File: src/source/sd_dma_pkg.sv
/*
 * shared sizes, descriptor layout and enums for the ADMA2-style DMA path
 * addresses are 10-bit byte addresses, memory is word aligned only
 */
package sd_dma_pkg;

   ////////////////////////////////////////////////////////////////////////////
   // memory and FIFO sizes
   ////////////////////////////////////////////////////////////////////////////
   localparam int ram_words  = 256;                  // 32-bit words
   localparam int addr_w     = 10;                   // byte address
   localparam int data_w     = 32;
   localparam int word_bytes = 4;
   localparam int fifo_depth = 8;                    // power of two
   localparam int fifo_ptr_w = $clog2(fifo_depth);
   localparam int room_w     = fifo_ptr_w + 1;       // 0..fifo_depth

   ////////////////////////////////////////////////////////////////////////////
   // descriptor layout
   ////////////////////////////////////////////////////////////////////////////
   localparam int desc_words = 2;                    // attr/len word, address word
   localparam int desc_bytes = desc_words * word_bytes;

   // word 0 fields
   localparam int attr_valid = 0;
   localparam int attr_end   = 1;
   localparam int act_lsb    = 4;
   localparam int act_msb    = 5;
   localparam int len_lsb    = 16;                   // length in words
   localparam int len_msb    = 31;
   localparam int len_w      = len_msb - len_lsb + 1;

   // loop guard, descriptors visited per run
   localparam int max_steps  = 16;
   localparam int step_w     = $clog2(max_steps + 1);

   typedef enum logic [1:0] {
      act_nop  = 2'b00,   // skip
      act_tran = 2'b01,   // read len words from address
      act_rsv  = 2'b10,   // treated like nop
      act_link = 2'b11    // word 1 points at next descriptor
   } adma_act_t;

   typedef enum logic [2:0] {
      st_idle,
      st_fetch_attr,
      st_fetch_addr,
      st_decode,
      st_read_data,
      st_wait_fifo,
      st_done,
      st_error
   } adma_state_t;

endpackage
File: src/source/data_fifo.sv
/*
 * synchronous FIFO toward the card stream, output straight from registers
 * room reports free entries for the engine's read pacing
 */
module data_fifo (
   input  logic                          CLK,
   input  logic                          reset,
   input  logic [sd_dma_pkg::data_w-1:0] push_data,
   input  logic                          push_valid,
   output logic                          push_ready,
   output logic [sd_dma_pkg::room_w-1:0] room,
   output logic [sd_dma_pkg::data_w-1:0] pop_data,
   output logic                          pop_valid,
   input  logic                          pop_ready
);
   import sd_dma_pkg::*;

   logic [data_w-1:0]     buf_q [fifo_depth];
   logic [fifo_ptr_w-1:0] wr_ptr;    // wraps, depth is a power of two
   logic [fifo_ptr_w-1:0] rd_ptr;
   logic [room_w-1:0]     count;
   logic                  do_push;
   logic                  do_pop;

   assign push_ready = (count != room_w'(fifo_depth));
   assign pop_valid  = (count != '0);
   assign pop_data   = buf_q[rd_ptr];   // stable until popped
   assign room       = room_w'(fifo_depth) - count;

   assign do_push = push_valid & push_ready;
   assign do_pop  = pop_valid & pop_ready;

   always_ff @(posedge CLK) begin
      if (reset) begin
         wr_ptr <= '0;
         rd_ptr <= '0;
         count  <= '0;
      end else begin
         if (do_push) wr_ptr <= wr_ptr + 1'b1;
         if (do_pop) rd_ptr <= rd_ptr + 1'b1;
         case ({do_push, do_pop})
            2'b10:   count <= count + 1'b1;
            2'b01:   count <= count - 1'b1;
            default: ;   // both or neither
         endcase
      end
   end

   always_ff @(posedge CLK) begin
      if (do_push) begin
         buf_q[wr_ptr] <= push_data;
      end
   end

endmodule

File: config.mk
export PLATFORM = sky130hd
export DESIGN_NAME = data_fifo
export DESIGN_NICKNAME = d
export VERILOG_FILES = /design/src/source/sd_dma_pkg.sv /design/src/source/data_fifo.sv
export SDC_FILE = /design/constraint.sdc
export NUM_CORES = 1
export LEC_CHECK = 0
export BUFFER_PORTS_ARGS = -buffer_cell sky130_fd_sc_hd__buf_4
export CAP_MARGIN = 20
export CORE_MARGIN = 1
export CORE_UTILIZATION = 56
export DETAILED_ROUTE_END_ITERATION = 8
export GPL_TIMING_DRIVEN = 0
export PLACE_DENSITY = 0.84
export SLEW_MARGIN = 10
export SYNTH_ARGS = -nofsm -noshare
export SYNTH_HDL_FRONTEND = slang
export SYNTH_SLANG_ARGS = --single-unit
File: constraint.sdc
create_clock -name CLK -period 5 [get_ports CLK]
set_input_delay 1 -clock CLK [delete_from_list [all_inputs] [get_ports CLK]]
set_output_delay 1 -clock CLK [all_outputs]
set_load 0.02 [all_outputs]
==> run metrics <==
max_slew headroom 46.0%; Hold WS 0.496 ns; Max clock buf depth 3; share of the synthesized area in the top cell type 73.5%; All-Layer GR Usage 21.7%; TritonCTS clock tree built; Fill cells 1077; Num CTS Buffers 26; Synth async-reset ratio 0%; Sw Ratio 25.4%; Syn Inst Count 453; GR Util met3 4.35%; period utilization 69.1%; Int Pwr 4.51 mW; clk root buf clkbuf_16; Resized Gates After CTS 0; remaining routing DRC violations 13; Setup Fix Bufs, Post-CTS 0; # diodes 0; GR met1 Demand/Resource 28.7%; Setup CP Type reg -> out; wirelength, routed 20.1 mm; Worst Hold Class reg -> reg; Row Count 49; die area 0.0192 mm2; predominant post-synthesis flop cell edfxtp_1; width of the die 139 um; count leader, synth edfxtp_1; WL per Instance 24.6 um; startpoint types flop; Comb pwr share 22.2%; grt peak-use layer met2; DRT Pass-1 Iters 6; ranking of synthesized cells by area edfxtp_1, mux4_1, mux4_2; vias in the first global route 5143; Synth area leader edfxtp_1; total clock sinks 269; I/O pin total 74; total number of H-tree levels 1; YS warnings 0; vias 4917; crit path time final 3.45 ns; WP data arrival 2.45 ns; post-layout util 68.9%; critical hold path startpoint wr_ptr[0]; Worst Setup End Kind primary output; register area share after synthesis 76.0%; Die Y 139 um; layout cells sized above 1 36.4%; GR Overflow Total 0; final layout net count 612; mapped cell area 0.0105 mm2; most frequent cells after synthesis edfxtp_1, mux4_1, mux2_2, mux4_2, nor2_1; M2 GR Usage 37.1%; Worst-Margin Slew 0.810 ns; Final Hold Fails 0; Core ar. 0.0181 mm2; maxcap violations 0; PD cells 483 mW/mm2; initial antenna violation count 0; Layout Area Growth over Synthesis 19.5%; library cells used by synthesis 29; CP Data Required Time 4.00 ns; failing checks design-rule violations; post-synthesis average cell area 23.1 um2; PortBufs 73; RSZ-0062 raised after global routing no; DR iter-0 viols 378; status finished with violations; Fmax 290 MHz; Post-CTS Hold Buffers 0; clock network fraction of total power 34.5%; final setup fails 0; final max-slew violation count 0; post-synthesis net count 495; Antenna Nets Post-Route 0; Vias/cell 6.00; hpwl dp 12.3 mm; global-route wire length before repair 30.3 mm; Seq pwr share 43.2%; NetSw 1.53 mW; post-synthesis register bit count 269; Post-Route Skew 0.0126 ns; clock-pin slew of the registers on the worst-case setup and hold paths 0.06 ns; initial core utilization 57.6%; Leakage 4.21 nW; GP Congestion 0.717; Max VDD drop 0.347 mV; clock latency at the later pin of the worst-skew pair 0.53 ns; Post-synth EDFFs 256; largest net degree at the start of global routing 24; crit path max fanout 10; worst flop-to-flop path startpoint count[0]
==> per-layer routing <==
layer / wire (um) / vias up
met5: 0 / -
met4: 380 / 0
met3: 1430 / 31
met2: 10400 / 183
met1: 7930 / 2547
li1: - / 2156
==> flip-flops by register name, summed over array words and instances (netlist names), named ones only <==
name and count:
rd_ptr 3, wr_ptr 3, buf_q 256, count 4
==> area by class of cell <==
type	count	area (um2)	share of cell area [%]
Buffer	22	149	1.19
Clock buffer	33	708	5.67
Clock inverter	15	213	1.70
Inverter	3	11.3	0.0901
Multi-Input combinational cell	159	2400	19.2
Sequential cell	269	7950	63.6
Tap cell	229	287	2.29
Timing Repair Buffer	89	781	6.25
==> power by group through the flow <==
stage | Clock [mW] | Sequential, mW | Combinational, mW
final | 2.08 | 2.61 | 1.34
after floorplan | 0 | 2.65 | 0.888
after detailed placement | 0 | 2.66 | 1.35
after CTS | 2.11 | 2.61 | 1.36
after global placement | 0 | 2.66 | 1.27
after global routing | 2.19 | 2.62 | 1.43
==> worst max-delay path: stages (launching register included) <==
cell,delay (ns)
dfxtp_1,0.32
clkbuf_1,0.39
buf_2,0.37
mux4_2,0.36
mux2_2,0.31
buf_4,0.17
==> stage by stage <==
step / instance area [um2] / total power [mW] / TNS, ns / setup slack [ns] / std cells
6_report: 12500 / 6.04 / 0 / 1.55 / 819
4_1_cts: 12500 / 6.08 / 0 / 1.51 / 819
2_1_floorplan: 10500 / 3.54 / 0 / 0.866 / 453
3_5_place_dp: 11600 / 4.01 / 0 / 1.99 / 771
3_3_place_gp: 11300 / 3.94 / -87.23 / -1.50 / 755
5_1_grt: 12500 / 6.23 / 0 / 1.40 / 819
==> final timing paths <==
path             endpoint  slack, ns  cells past startpoint
max reg2reg  buf_q[1][20]       2.10                      9
min reg2reg     wr_ptr[0]       0.50                      2
max           pop_data[1]       1.55                      5
min             wr_ptr[0]       0.50                      2
==> kinds of logic after synthesis <==
logic type                 count (synthesis)  synth area share (%)
AOI/OAI and AO/OA                          9                 0.467
xor gates and xnor gates                   8                 0.670
adders and majority gates                  6                 0.718
buffers and inverters                     25                  1.53
DFF                                      269                  76.0
muxes                                     98                  18.9
and+or+nand+nor                           38                  1.72
==> cell usage in the layout (no fill, tap or decap), drive strengths merged, types with 7 or more instances in the layout <==
cell type,count
buf,107
clkbuf,37
clkinv,8
dfxtp,13
edfxtp,256
mux2,33
mux4,64
nor2,15
xor2,7
No activity file was read; power rests on OpenSTA's default activity.
