--- src/source/sd_dma_pkg.sv ---
/*
 * shared sizes, descriptor layout and enums for the ADMA2-style DMA path
 * addresses are 10-bit byte addresses, memory is word aligned only
 */
package sd_dma_pkg;

   ////////////////////////////////////////////////////////////////////////////
   // memory and FIFO sizes
   ////////////////////////////////////////////////////////////////////////////
   localparam int ram_words  = 256;                  // 32-bit words
   localparam int addr_w     = 10;                   // byte address
   localparam int data_w     = 32;
   localparam int word_bytes = 4;
   localparam int fifo_depth = 8;                    // power of two
   localparam int fifo_ptr_w = $clog2(fifo_depth);
   localparam int room_w     = fifo_ptr_w + 1;       // 0..fifo_depth

   ////////////////////////////////////////////////////////////////////////////
   // descriptor layout
   ////////////////////////////////////////////////////////////////////////////
   localparam int desc_words = 2;                    // attr/len word, address word
   localparam int desc_bytes = desc_words * word_bytes;

   // word 0 fields
   localparam int attr_valid = 0;
   localparam int attr_end   = 1;
   localparam int act_lsb    = 4;
   localparam int act_msb    = 5;
   localparam int len_lsb    = 16;                   // length in words
   localparam int len_msb    = 31;
   localparam int len_w      = len_msb - len_lsb + 1;

   // loop guard, descriptors visited per run
   localparam int max_steps  = 16;
   localparam int step_w     = $clog2(max_steps + 1);

   typedef enum logic [1:0] {
      act_nop  = 2'b00,   // skip
      act_tran = 2'b01,   // read len words from address
      act_rsv  = 2'b10,   // treated like nop
      act_link = 2'b11    // word 1 points at next descriptor
   } adma_act_t;

   typedef enum logic [2:0] {
      st_idle,
      st_fetch_attr,
      st_fetch_addr,
      st_decode,
      st_read_data,
      st_wait_fifo,
      st_done,
      st_error
   } adma_state_t;

endpackage
--- src/source/mem_bus_if.sv ---
/*
 * engine to memory read port
 * rdata valid one clock after rd, held until the next read
 */
interface mem_bus_if;
   import sd_dma_pkg::*;

   logic [addr_w-1:0] addr;    // byte address, low bits must be zero
   logic              rd;      // read strobe
   logic [data_w-1:0] rdata;   // registered read data

   modport controller (
      output addr,
      output rd,
      input  rdata
   );

   modport memory (
      input  addr,
      input  rd,
      output rdata
   );

endinterface

--- src/source/adma_engine.sv ---
/*
 * ADMA2-style descriptor walker, memory to card direction only
 * upper bits of the 32-bit address word are ignored
 * reads issue only while the FIFO has room for everything in flight
 */
module adma_engine (
   input  logic                          CLK,
   input  logic                          reset,
   input  logic                          start,
   input  logic [sd_dma_pkg::addr_w-1:0] desc_base,
   mem_bus_if.controller                 bus,
   output logic [sd_dma_pkg::data_w-1:0] push_data,
   output logic                          push_valid,
   input  logic                          push_ready,
   input  logic [sd_dma_pkg::room_w-1:0] fifo_room,
   output logic                          busy,
   output logic                          done,
   output logic                          err
);
   import sd_dma_pkg::*;

   adma_state_t       state;
   logic [addr_w-1:0] desc_addr;     // descriptor being walked
   logic [addr_w-1:0] rd_addr;       // next data word
   logic [addr_w-1:0] tgt_addr;      // word 1 of descriptor
   logic [len_w-1:0]  words_left;    // reads still to issue
   logic              valid_q;
   logic              end_q;
   adma_act_t         act_q;
   logic [step_w-1:0] step_cnt;      // descriptors decoded this run
   logic              phase;         // fetch_addr, 0 issue and 1 capture
   logic              pend;          // read in flight, data lands on rdata
   logic              room_ok;
   logic              issue;
   logic              xfer_end;

   ////////////////////////////////////////////////////////////////////////////
   // read issue and push
   ////////////////////////////////////////////////////////////////////////////
   assign room_ok  = fifo_room > room_w'(pend);     // pending word needs a slot too
   assign issue    = (state == st_read_data) && (words_left != '0) && room_ok;
   assign xfer_end = (state == st_read_data) && (words_left == '0) && !pend;

   assign push_valid = pend;
   assign push_data  = bus.rdata;                  // held until next read

   assign busy = (state != st_idle) && (state != st_done) && (state != st_error);
   assign done = (state == st_done);
   assign err  = (state == st_error);

   always_comb begin
      bus.rd   = 1'b0;
      bus.addr = rd_addr;
      case (state)
         st_fetch_attr: begin
            bus.rd   = 1'b1;
            bus.addr = desc_addr;
         end
         st_fetch_addr: begin
            bus.rd   = ~phase;
            bus.addr = desc_addr + addr_w'(word_bytes);   // word 1
         end
         st_read_data: bus.rd = issue;
         default: ;
      endcase
   end

   ////////////////////////////////////////////////////////////////////////////
   // control FSM
   ////////////////////////////////////////////////////////////////////////////
   always_ff @(posedge CLK) begin
      if (reset) begin
         state      <= st_idle;
         phase      <= 1'b0;
         pend       <= 1'b0;
         step_cnt   <= '0;
         words_left <= '0;
      end else begin
         pend <= issue | (pend & ~push_ready);
         if (issue) begin
            words_left <= words_left - 1'b1;
         end
         case (state)
            st_idle: if (start) begin
               step_cnt <= '0;
               state    <= (desc_base[1:0] != 2'b00) ? st_error : st_fetch_attr;
            end
            st_fetch_attr: state <= st_fetch_addr;
            st_fetch_addr: begin
               phase <= ~phase;
               if (!phase) begin
                  words_left <= bus.rdata[len_msb:len_lsb];   // word 0 on rdata now
               end else begin
                  state <= st_decode;
               end
            end
            st_decode: begin
               // 17th descriptor in one run means a link loop
               if (!valid_q || step_cnt == step_w'(max_steps)) begin
                  state <= st_error;
               end else begin
                  step_cnt <= step_cnt + 1'b1;
                  case (act_q)
                     act_tran: state <= (tgt_addr[1:0] != 2'b00) ? st_error : st_read_data;
                     act_link: begin
                        if (tgt_addr[1:0] != 2'b00) begin
                           state <= st_error;
                        end else begin
                           state <= end_q ? st_done : st_fetch_attr;
                        end
                     end
                     default: state <= end_q ? st_done : st_fetch_attr;   // nop, rsv
                  endcase
               end
            end
            st_read_data: begin
               if (xfer_end) begin
                  state <= end_q ? st_done : st_fetch_attr;
               end else if (!issue && words_left != '0) begin
                  state <= st_wait_fifo;   // card side stalled
               end
            end
            st_wait_fifo: if (room_ok) state <= st_read_data;
            default: state <= st_idle;     // done and error are single pulses
         endcase
      end
   end

   ////////////////////////////////////////////////////////////////////////////
   // address and descriptor registers
   ////////////////////////////////////////////////////////////////////////////
   always_ff @(posedge CLK) begin
      if (state == st_idle && start) begin
         desc_addr <= desc_base;
      end
      if (state == st_fetch_addr) begin
         if (!phase) begin
            valid_q <= bus.rdata[attr_valid];
            end_q   <= bus.rdata[attr_end];
            act_q   <= adma_act_t'(bus.rdata[act_msb:act_lsb]);
         end else begin
            tgt_addr <= bus.rdata[addr_w-1:0];
         end
      end
      if (state == st_decode) begin
         case (act_q)
            act_tran: rd_addr <= tgt_addr;
            act_link: desc_addr <= tgt_addr;
            default:  desc_addr <= desc_addr + addr_w'(desc_bytes);
         endcase
      end
      if (issue) begin
         rd_addr <= rd_addr + addr_w'(word_bytes);
      end
      if (xfer_end) begin
         desc_addr <= desc_addr + addr_w'(desc_bytes);   // next in table
      end
   end

endmodule

--- src/flat_wrapper.sv ---
// flat-port wrapper written by rule: the top's interface ports become plain ports
module adma_engine_flat import sd_dma_pkg::*;
  (CLK, reset, start, desc_base, push_data, push_valid, push_ready, fifo_room, busy, done, err, bus_addr, bus_rd, bus_rdata);
  mem_bus_if bus_i ();
  input  logic CLK;
  input  logic reset;
  input  logic start;
  input  logic [sd_dma_pkg::addr_w-1:0] desc_base;
  output logic [sd_dma_pkg::data_w-1:0] push_data;
  output logic push_valid;
  input  logic push_ready;
  input  logic [sd_dma_pkg::room_w-1:0] fifo_room;
  output logic busy;
  output logic done;
  output logic err;
  output wire logic [$bits(bus_i.addr)-1:0] bus_addr;
  output wire logic [$bits(bus_i.rd)-1:0] bus_rd;
  input wire logic [$bits(bus_i.rdata)-1:0] bus_rdata;
  assign bus_addr = bus_i.addr;
  assign bus_rd = bus_i.rd;
  assign bus_i.rdata = bus_rdata;
  adma_engine u_core (.CLK(CLK), .reset(reset), .start(start), .desc_base(desc_base), .bus(bus_i), .push_data(push_data), .push_valid(push_valid), .push_ready(push_ready), .fifo_room(fifo_room), .busy(busy), .done(done), .err(err));
endmodule
--- config.mk ---
export PLATFORM = sky130hd
export DESIGN_NAME = adma_engine_flat
export DESIGN_NICKNAME = d
export VERILOG_FILES = /design/src/source/sd_dma_pkg.sv /design/src/source/mem_bus_if.sv /design/src/source/adma_engine.sv /design/src/flat_wrapper.sv
export SDC_FILE = /design/constraint.sdc
export NUM_CORES = 1
export LEC_CHECK = 0
export BUFFER_PORTS_ARGS = -buffer_cell sky130_fd_sc_hd__buf_2
export CAP_MARGIN = 20
export CELL_PAD_IN_SITES_DETAIL_PLACEMENT = 1
export CELL_PAD_IN_SITES_GLOBAL_PLACEMENT = 1
export CORE_MARGIN = 4
export CORE_UTILIZATION = 43
export DETAILED_ROUTE_END_ITERATION = 12
export GPL_TIMING_DRIVEN = 0
export PLACE_DENSITY_LB_ADDON = 0.12
export SLEW_MARGIN = 20
export SYNTH_ARGS = -nofsm -noshare
export SYNTH_HDL_FRONTEND = slang
export SYNTH_SLANG_ARGS = --single-unit
--- constraint.sdc ---
create_clock -name CLK -period 6.45 [get_ports CLK]
set_input_delay 0.9675 -clock CLK [delete_from_list [all_inputs] [get_ports CLK]]
set_output_delay 0.9675 -clock CLK [all_outputs]
set_load 0.02 [all_outputs]
==> summary.txt <==
Run status
  – Outcome: completed

Worst setup path
  – CP Max Fanout: 10
  – CP cell instances: clkbuf_1 -> nor3b_1 -> nor2_1 -> a221o_1 -> buf_2
  – Reg2reg path depth: 7
  – CP Class: reg -> out
  – Crit path DAT: around 2.8 ns
  – Req. time, crit path: 5.48 ns
  – Crit-path slowest cell: nor3b_1
  – Critical Path Start Type: flip-flop
  – Crit path capture type: output pin
  – Delay of the slowest critical-path stage: around 0.77 ns

Finish
  – Register area: roughly 1500 µm²
  – N_diodes: 0
  – Most frequent cells in the layout: buf_2, nor2_1, dfxtp_1, buf_4, edfxtp_1
  – Footprint of the multi-input gates: 1883 µm²
  – Share of cells above drive strength 1: 30.04%
  – Most common cell after layout, fill and taps aside: buf_2
  – Area Overhead vs Synth: 20.70%
  – # fillers: between 1k and 1.5k
  – Final Net Count: 578

Global routing
  – Largest net degree at the start of global routing: 13
  – Remaining global-route overflow: 0
  – Initial antenna violation count: 0
  – First-pass GRT wire length: 17.87 mm
  – Vias in the first global route: ~3.7k
  – GRT Overall Usage: roughly 22%

Floorplan
  – Die footprint: ~10000 µm²
  – Io pins: 97
  – Die width: roughly 100 µm
  – Initial Util: about 45%
  – Die height: between 100 and 150 µm
  – Core area: ~8300 µm²
  – Rows: 33

Clocking
  – Hold_buf cts: 0
  – Postcts setup bufs: 0
  – Clk Latency, worst-skew pair: ~0.35 ns
  – CTS tree: built
  – Clk slew on worst S/H paths: around 0.07 ns
  – H-tree depth: 3
  – Post_cts resized: 0
  – Num CTS Buffers: 9
  – Clock sinks: 60
  – Clock tree buffer depth: 2
  – Clk root buf: clkbuf_8

Power
  – Tot Pwr: about 2.2 mW
  – P_leak: between 1.5 and 2 nW
  – P per Cell Area: around 480 nW/µm²
  – VDD IR max: between 200 and 250 µV

Synthesis
  – Register area share after synthesis: 39.20%
  – Syn Inst Count: approximately 420
  – Yosys warning total: 0
  – Synth Area per Inst: between 8 and 9 µm²
  – Synth Flop Type: dfxtp_1
  – Syn Std Cell Area: between 3000 and 4000 µm²
  – Synth Register Bits: 60
  – Async S/R FF share, synth: 0%
  – Syn Nets: between 400 and 500
  – Post-synth EDFFs: 27
  – Cell variety after synth: 59

Detailed routing
  – Post-DR wirelength/cell: 17.27 µm
  – Via count: between 3k and 4k
  – DRT antenna net count: 0
  – Drc violations: 0
  – Detailed Route Iter0 Violations: approximately 130
  – DR pass1 iterations: 4
  – Final WL: between 10 and 15 mm
  – Vias per cell: between 5 and 6

STA
  – Setup TNS: 0 ns
  – Worst-Margin Slew: around 0.95 ns
  – Finish-stage setup viols: 0
  – RSZ-0062 raised after global routing: no
  – Slew headroom: approximately 36%
  – Clock skew: approximately 0.013 ns
  – Max Clk Rate: roughly 0.27 GHz
  – Final hold violations: 0
  – Pins Over Slew Limit: 0
  – Final min period: between 3 and 4 ns
  – Fin crit share: around 58%

Worst hold path
  – Hold Path Stages: 2
  – HP Class: reg -> reg

Place
  – Final HPWL DP: 8.444 mm
  – PortBufs: 89
  – GPL Wtd Cong: around 0.85

Run
  – Max-cap violations: 0
[cells in the mapped netlist (2+ instances only)]
| cell | number | share of area [%] |
|---|---|---|
| nand3_1 | 16 | 2.1 |
| a311oi_1 | 2 | 0.47 |
| a211oi_1 | 14 | 2.8 |
| a21oi_1 | 23 | 3.1 |
| buf_2 | 4 | 0.53 |
| a21boi_0 | 3 | 0.60 |
| mux2_2 | 3 | 0.90 |
| o211ai_1 | 4 | 0.80 |
| and3_1 | 5 | 0.83 |
| edfxtp_1 | 27 | 22 |
| xor2_1 | 4 | 0.93 |
| dfxtp_1 | 33 | 18 |
| buf_6 | 2 | 0.60 |
| nand3b_1 | 2 | 0.40 |
| buf_4 | 32 | 6.4 |
| and4_1 | 3 | 0.70 |
| nor3b_1 | 4 | 0.80 |
| ha_1 | 7 | 2.3 |
| mux2i_1 | 11 | 2.9 |
| nand4b_1 | 2 | 0.47 |
| clkbuf_1 | 14 | 1.4 |
| or4_1 | 3 | 0.60 |
| and2_1 | 4 | 0.67 |
| or3_1 | 6 | 1.0 |
| nand2b_1 | 3 | 0.50 |
| nor2b_1 | 2 | 0.33 |
| nand2_1 | 25 | 2.5 |
| xnor2_1 | 20 | 4.7 |
| nor3_1 | 14 | 1.9 |
| a221o_1 | 2 | 0.53 |
| and3b_1 | 2 | 0.47 |
| o22ai_1 | 7 | 1.2 |
| or4_4 | 2 | 0.60 |
| nor4_1 | 12 | 2.0 |
| nand4_1 | 2 | 0.33 |
| o21ai_0 | 18 | 2.4 |
| inv_1 | 11 | 1.1 |
| nor2_1 | 52 | 5.2 |
[worst paths after layout]
path                                                      end  slack, ns                          from
worst min-delay path                u_core.phase$_SDFFE_PP0P_       0.53     u_core.phase$_SDFFE_PP0P_
worst max register to register  u_core.desc_addr[2]$_DFFE_PP_       3.87  u_core.state[1]$_SDFFE_PP0P_
worst min register to register      u_core.phase$_SDFFE_PP0P_       0.53     u_core.phase$_SDFFE_PP0P_
worst max-delay path                              bus_addr[4]       2.73  u_core.state[2]$_SDFFE_PP0P_
[metal layers]
metal / vias up / GRT usage (%) / routed length, µm / share of wire [%]
li1: 1699 / - / - / -
met1: 1672 / 29.02 / 4820 / 44
met2: 109 / 36.82 / 5216 / 48
met3: 16 / 4.614 / 694 / 6.4
met4: 0 / 7.566 / 165 / 1.5
met5: - / 0 / 0 / 0
[layout make-up]
cell class | instances | share of cell area (%)
buffer | 54 | 7.816
sequential | 60 | 32.48
tap | 105 | 2.900
clock inverter | 7 | 1.685
multi-input combinational | 295 | 41.56
timing repair buffer | 89 | 9.832
clock buffer | 9 | 2.734
inverter | 12 | 0.9942
[kinds of logic after synthesis]
| family | share of synthesized area [%] |
|---|---|
| AND/OR/NAND/NOR | 24.17 |
| AO/OA/AOI/OAI | 14.23 |
| buffers and inverters | 10.63 |
| flip-flops | 39.20 |
| XOR/XNOR | 5.600 |
| multiplexers | 3.833 |
| adder cells (fa/ha/maj) | 2.333 |
[power breakdown]
group          internal (mW)  total [mW]  switching [mW]
Clock                  0.180       0.346           0.165
Combinational          0.469        1.17           0.703
Sequential             0.535       0.676           0.141
Total                   1.18        2.19            1.01
[per-stage QoR]
stage / hold WS [ns] / instances / area [µm²] / utilization (%) / worst slack (ns)
after floorplan: 0.4524 / 421 / 3754 / - / 3.154
after global placement: 0.4992 / 615 / 4330 / 51.92 / 2.848
after detailed placement: 0.5062 / 615 / 4330 / 51.92 / 2.797
after CTS: 0.5348 / 631 / 4531 / 54.32 / 2.714
after global routing: 0.5620 / 631 / 4531 / 54.32 / 2.481
final: 0.5299 / 631 / 4531 / 54.32 / 2.733
[sequential cells by signal, indices dropped and copies added (netlist names)]
signal / cells
u_core.act_q: 2
u_core.desc_addr: 10
u_core.phase: 1
u_core.words_left: 16
u_core.push_valid: 1
u_core.state: 3
u_core.end_q: 1
u_core.rd_addr: 10
u_core.valid_q: 1
u_core.tgt_addr: 10
u_core.step_cnt: 5
[critical path: cells and delay by family (launching register included)]
family	cells	cell delay (ns)
buf+inv	2	0.41
flops	1	0.37
simple gates	2	1.17
compound gates	1	0.46
Power figures use the tool's default switching activity.
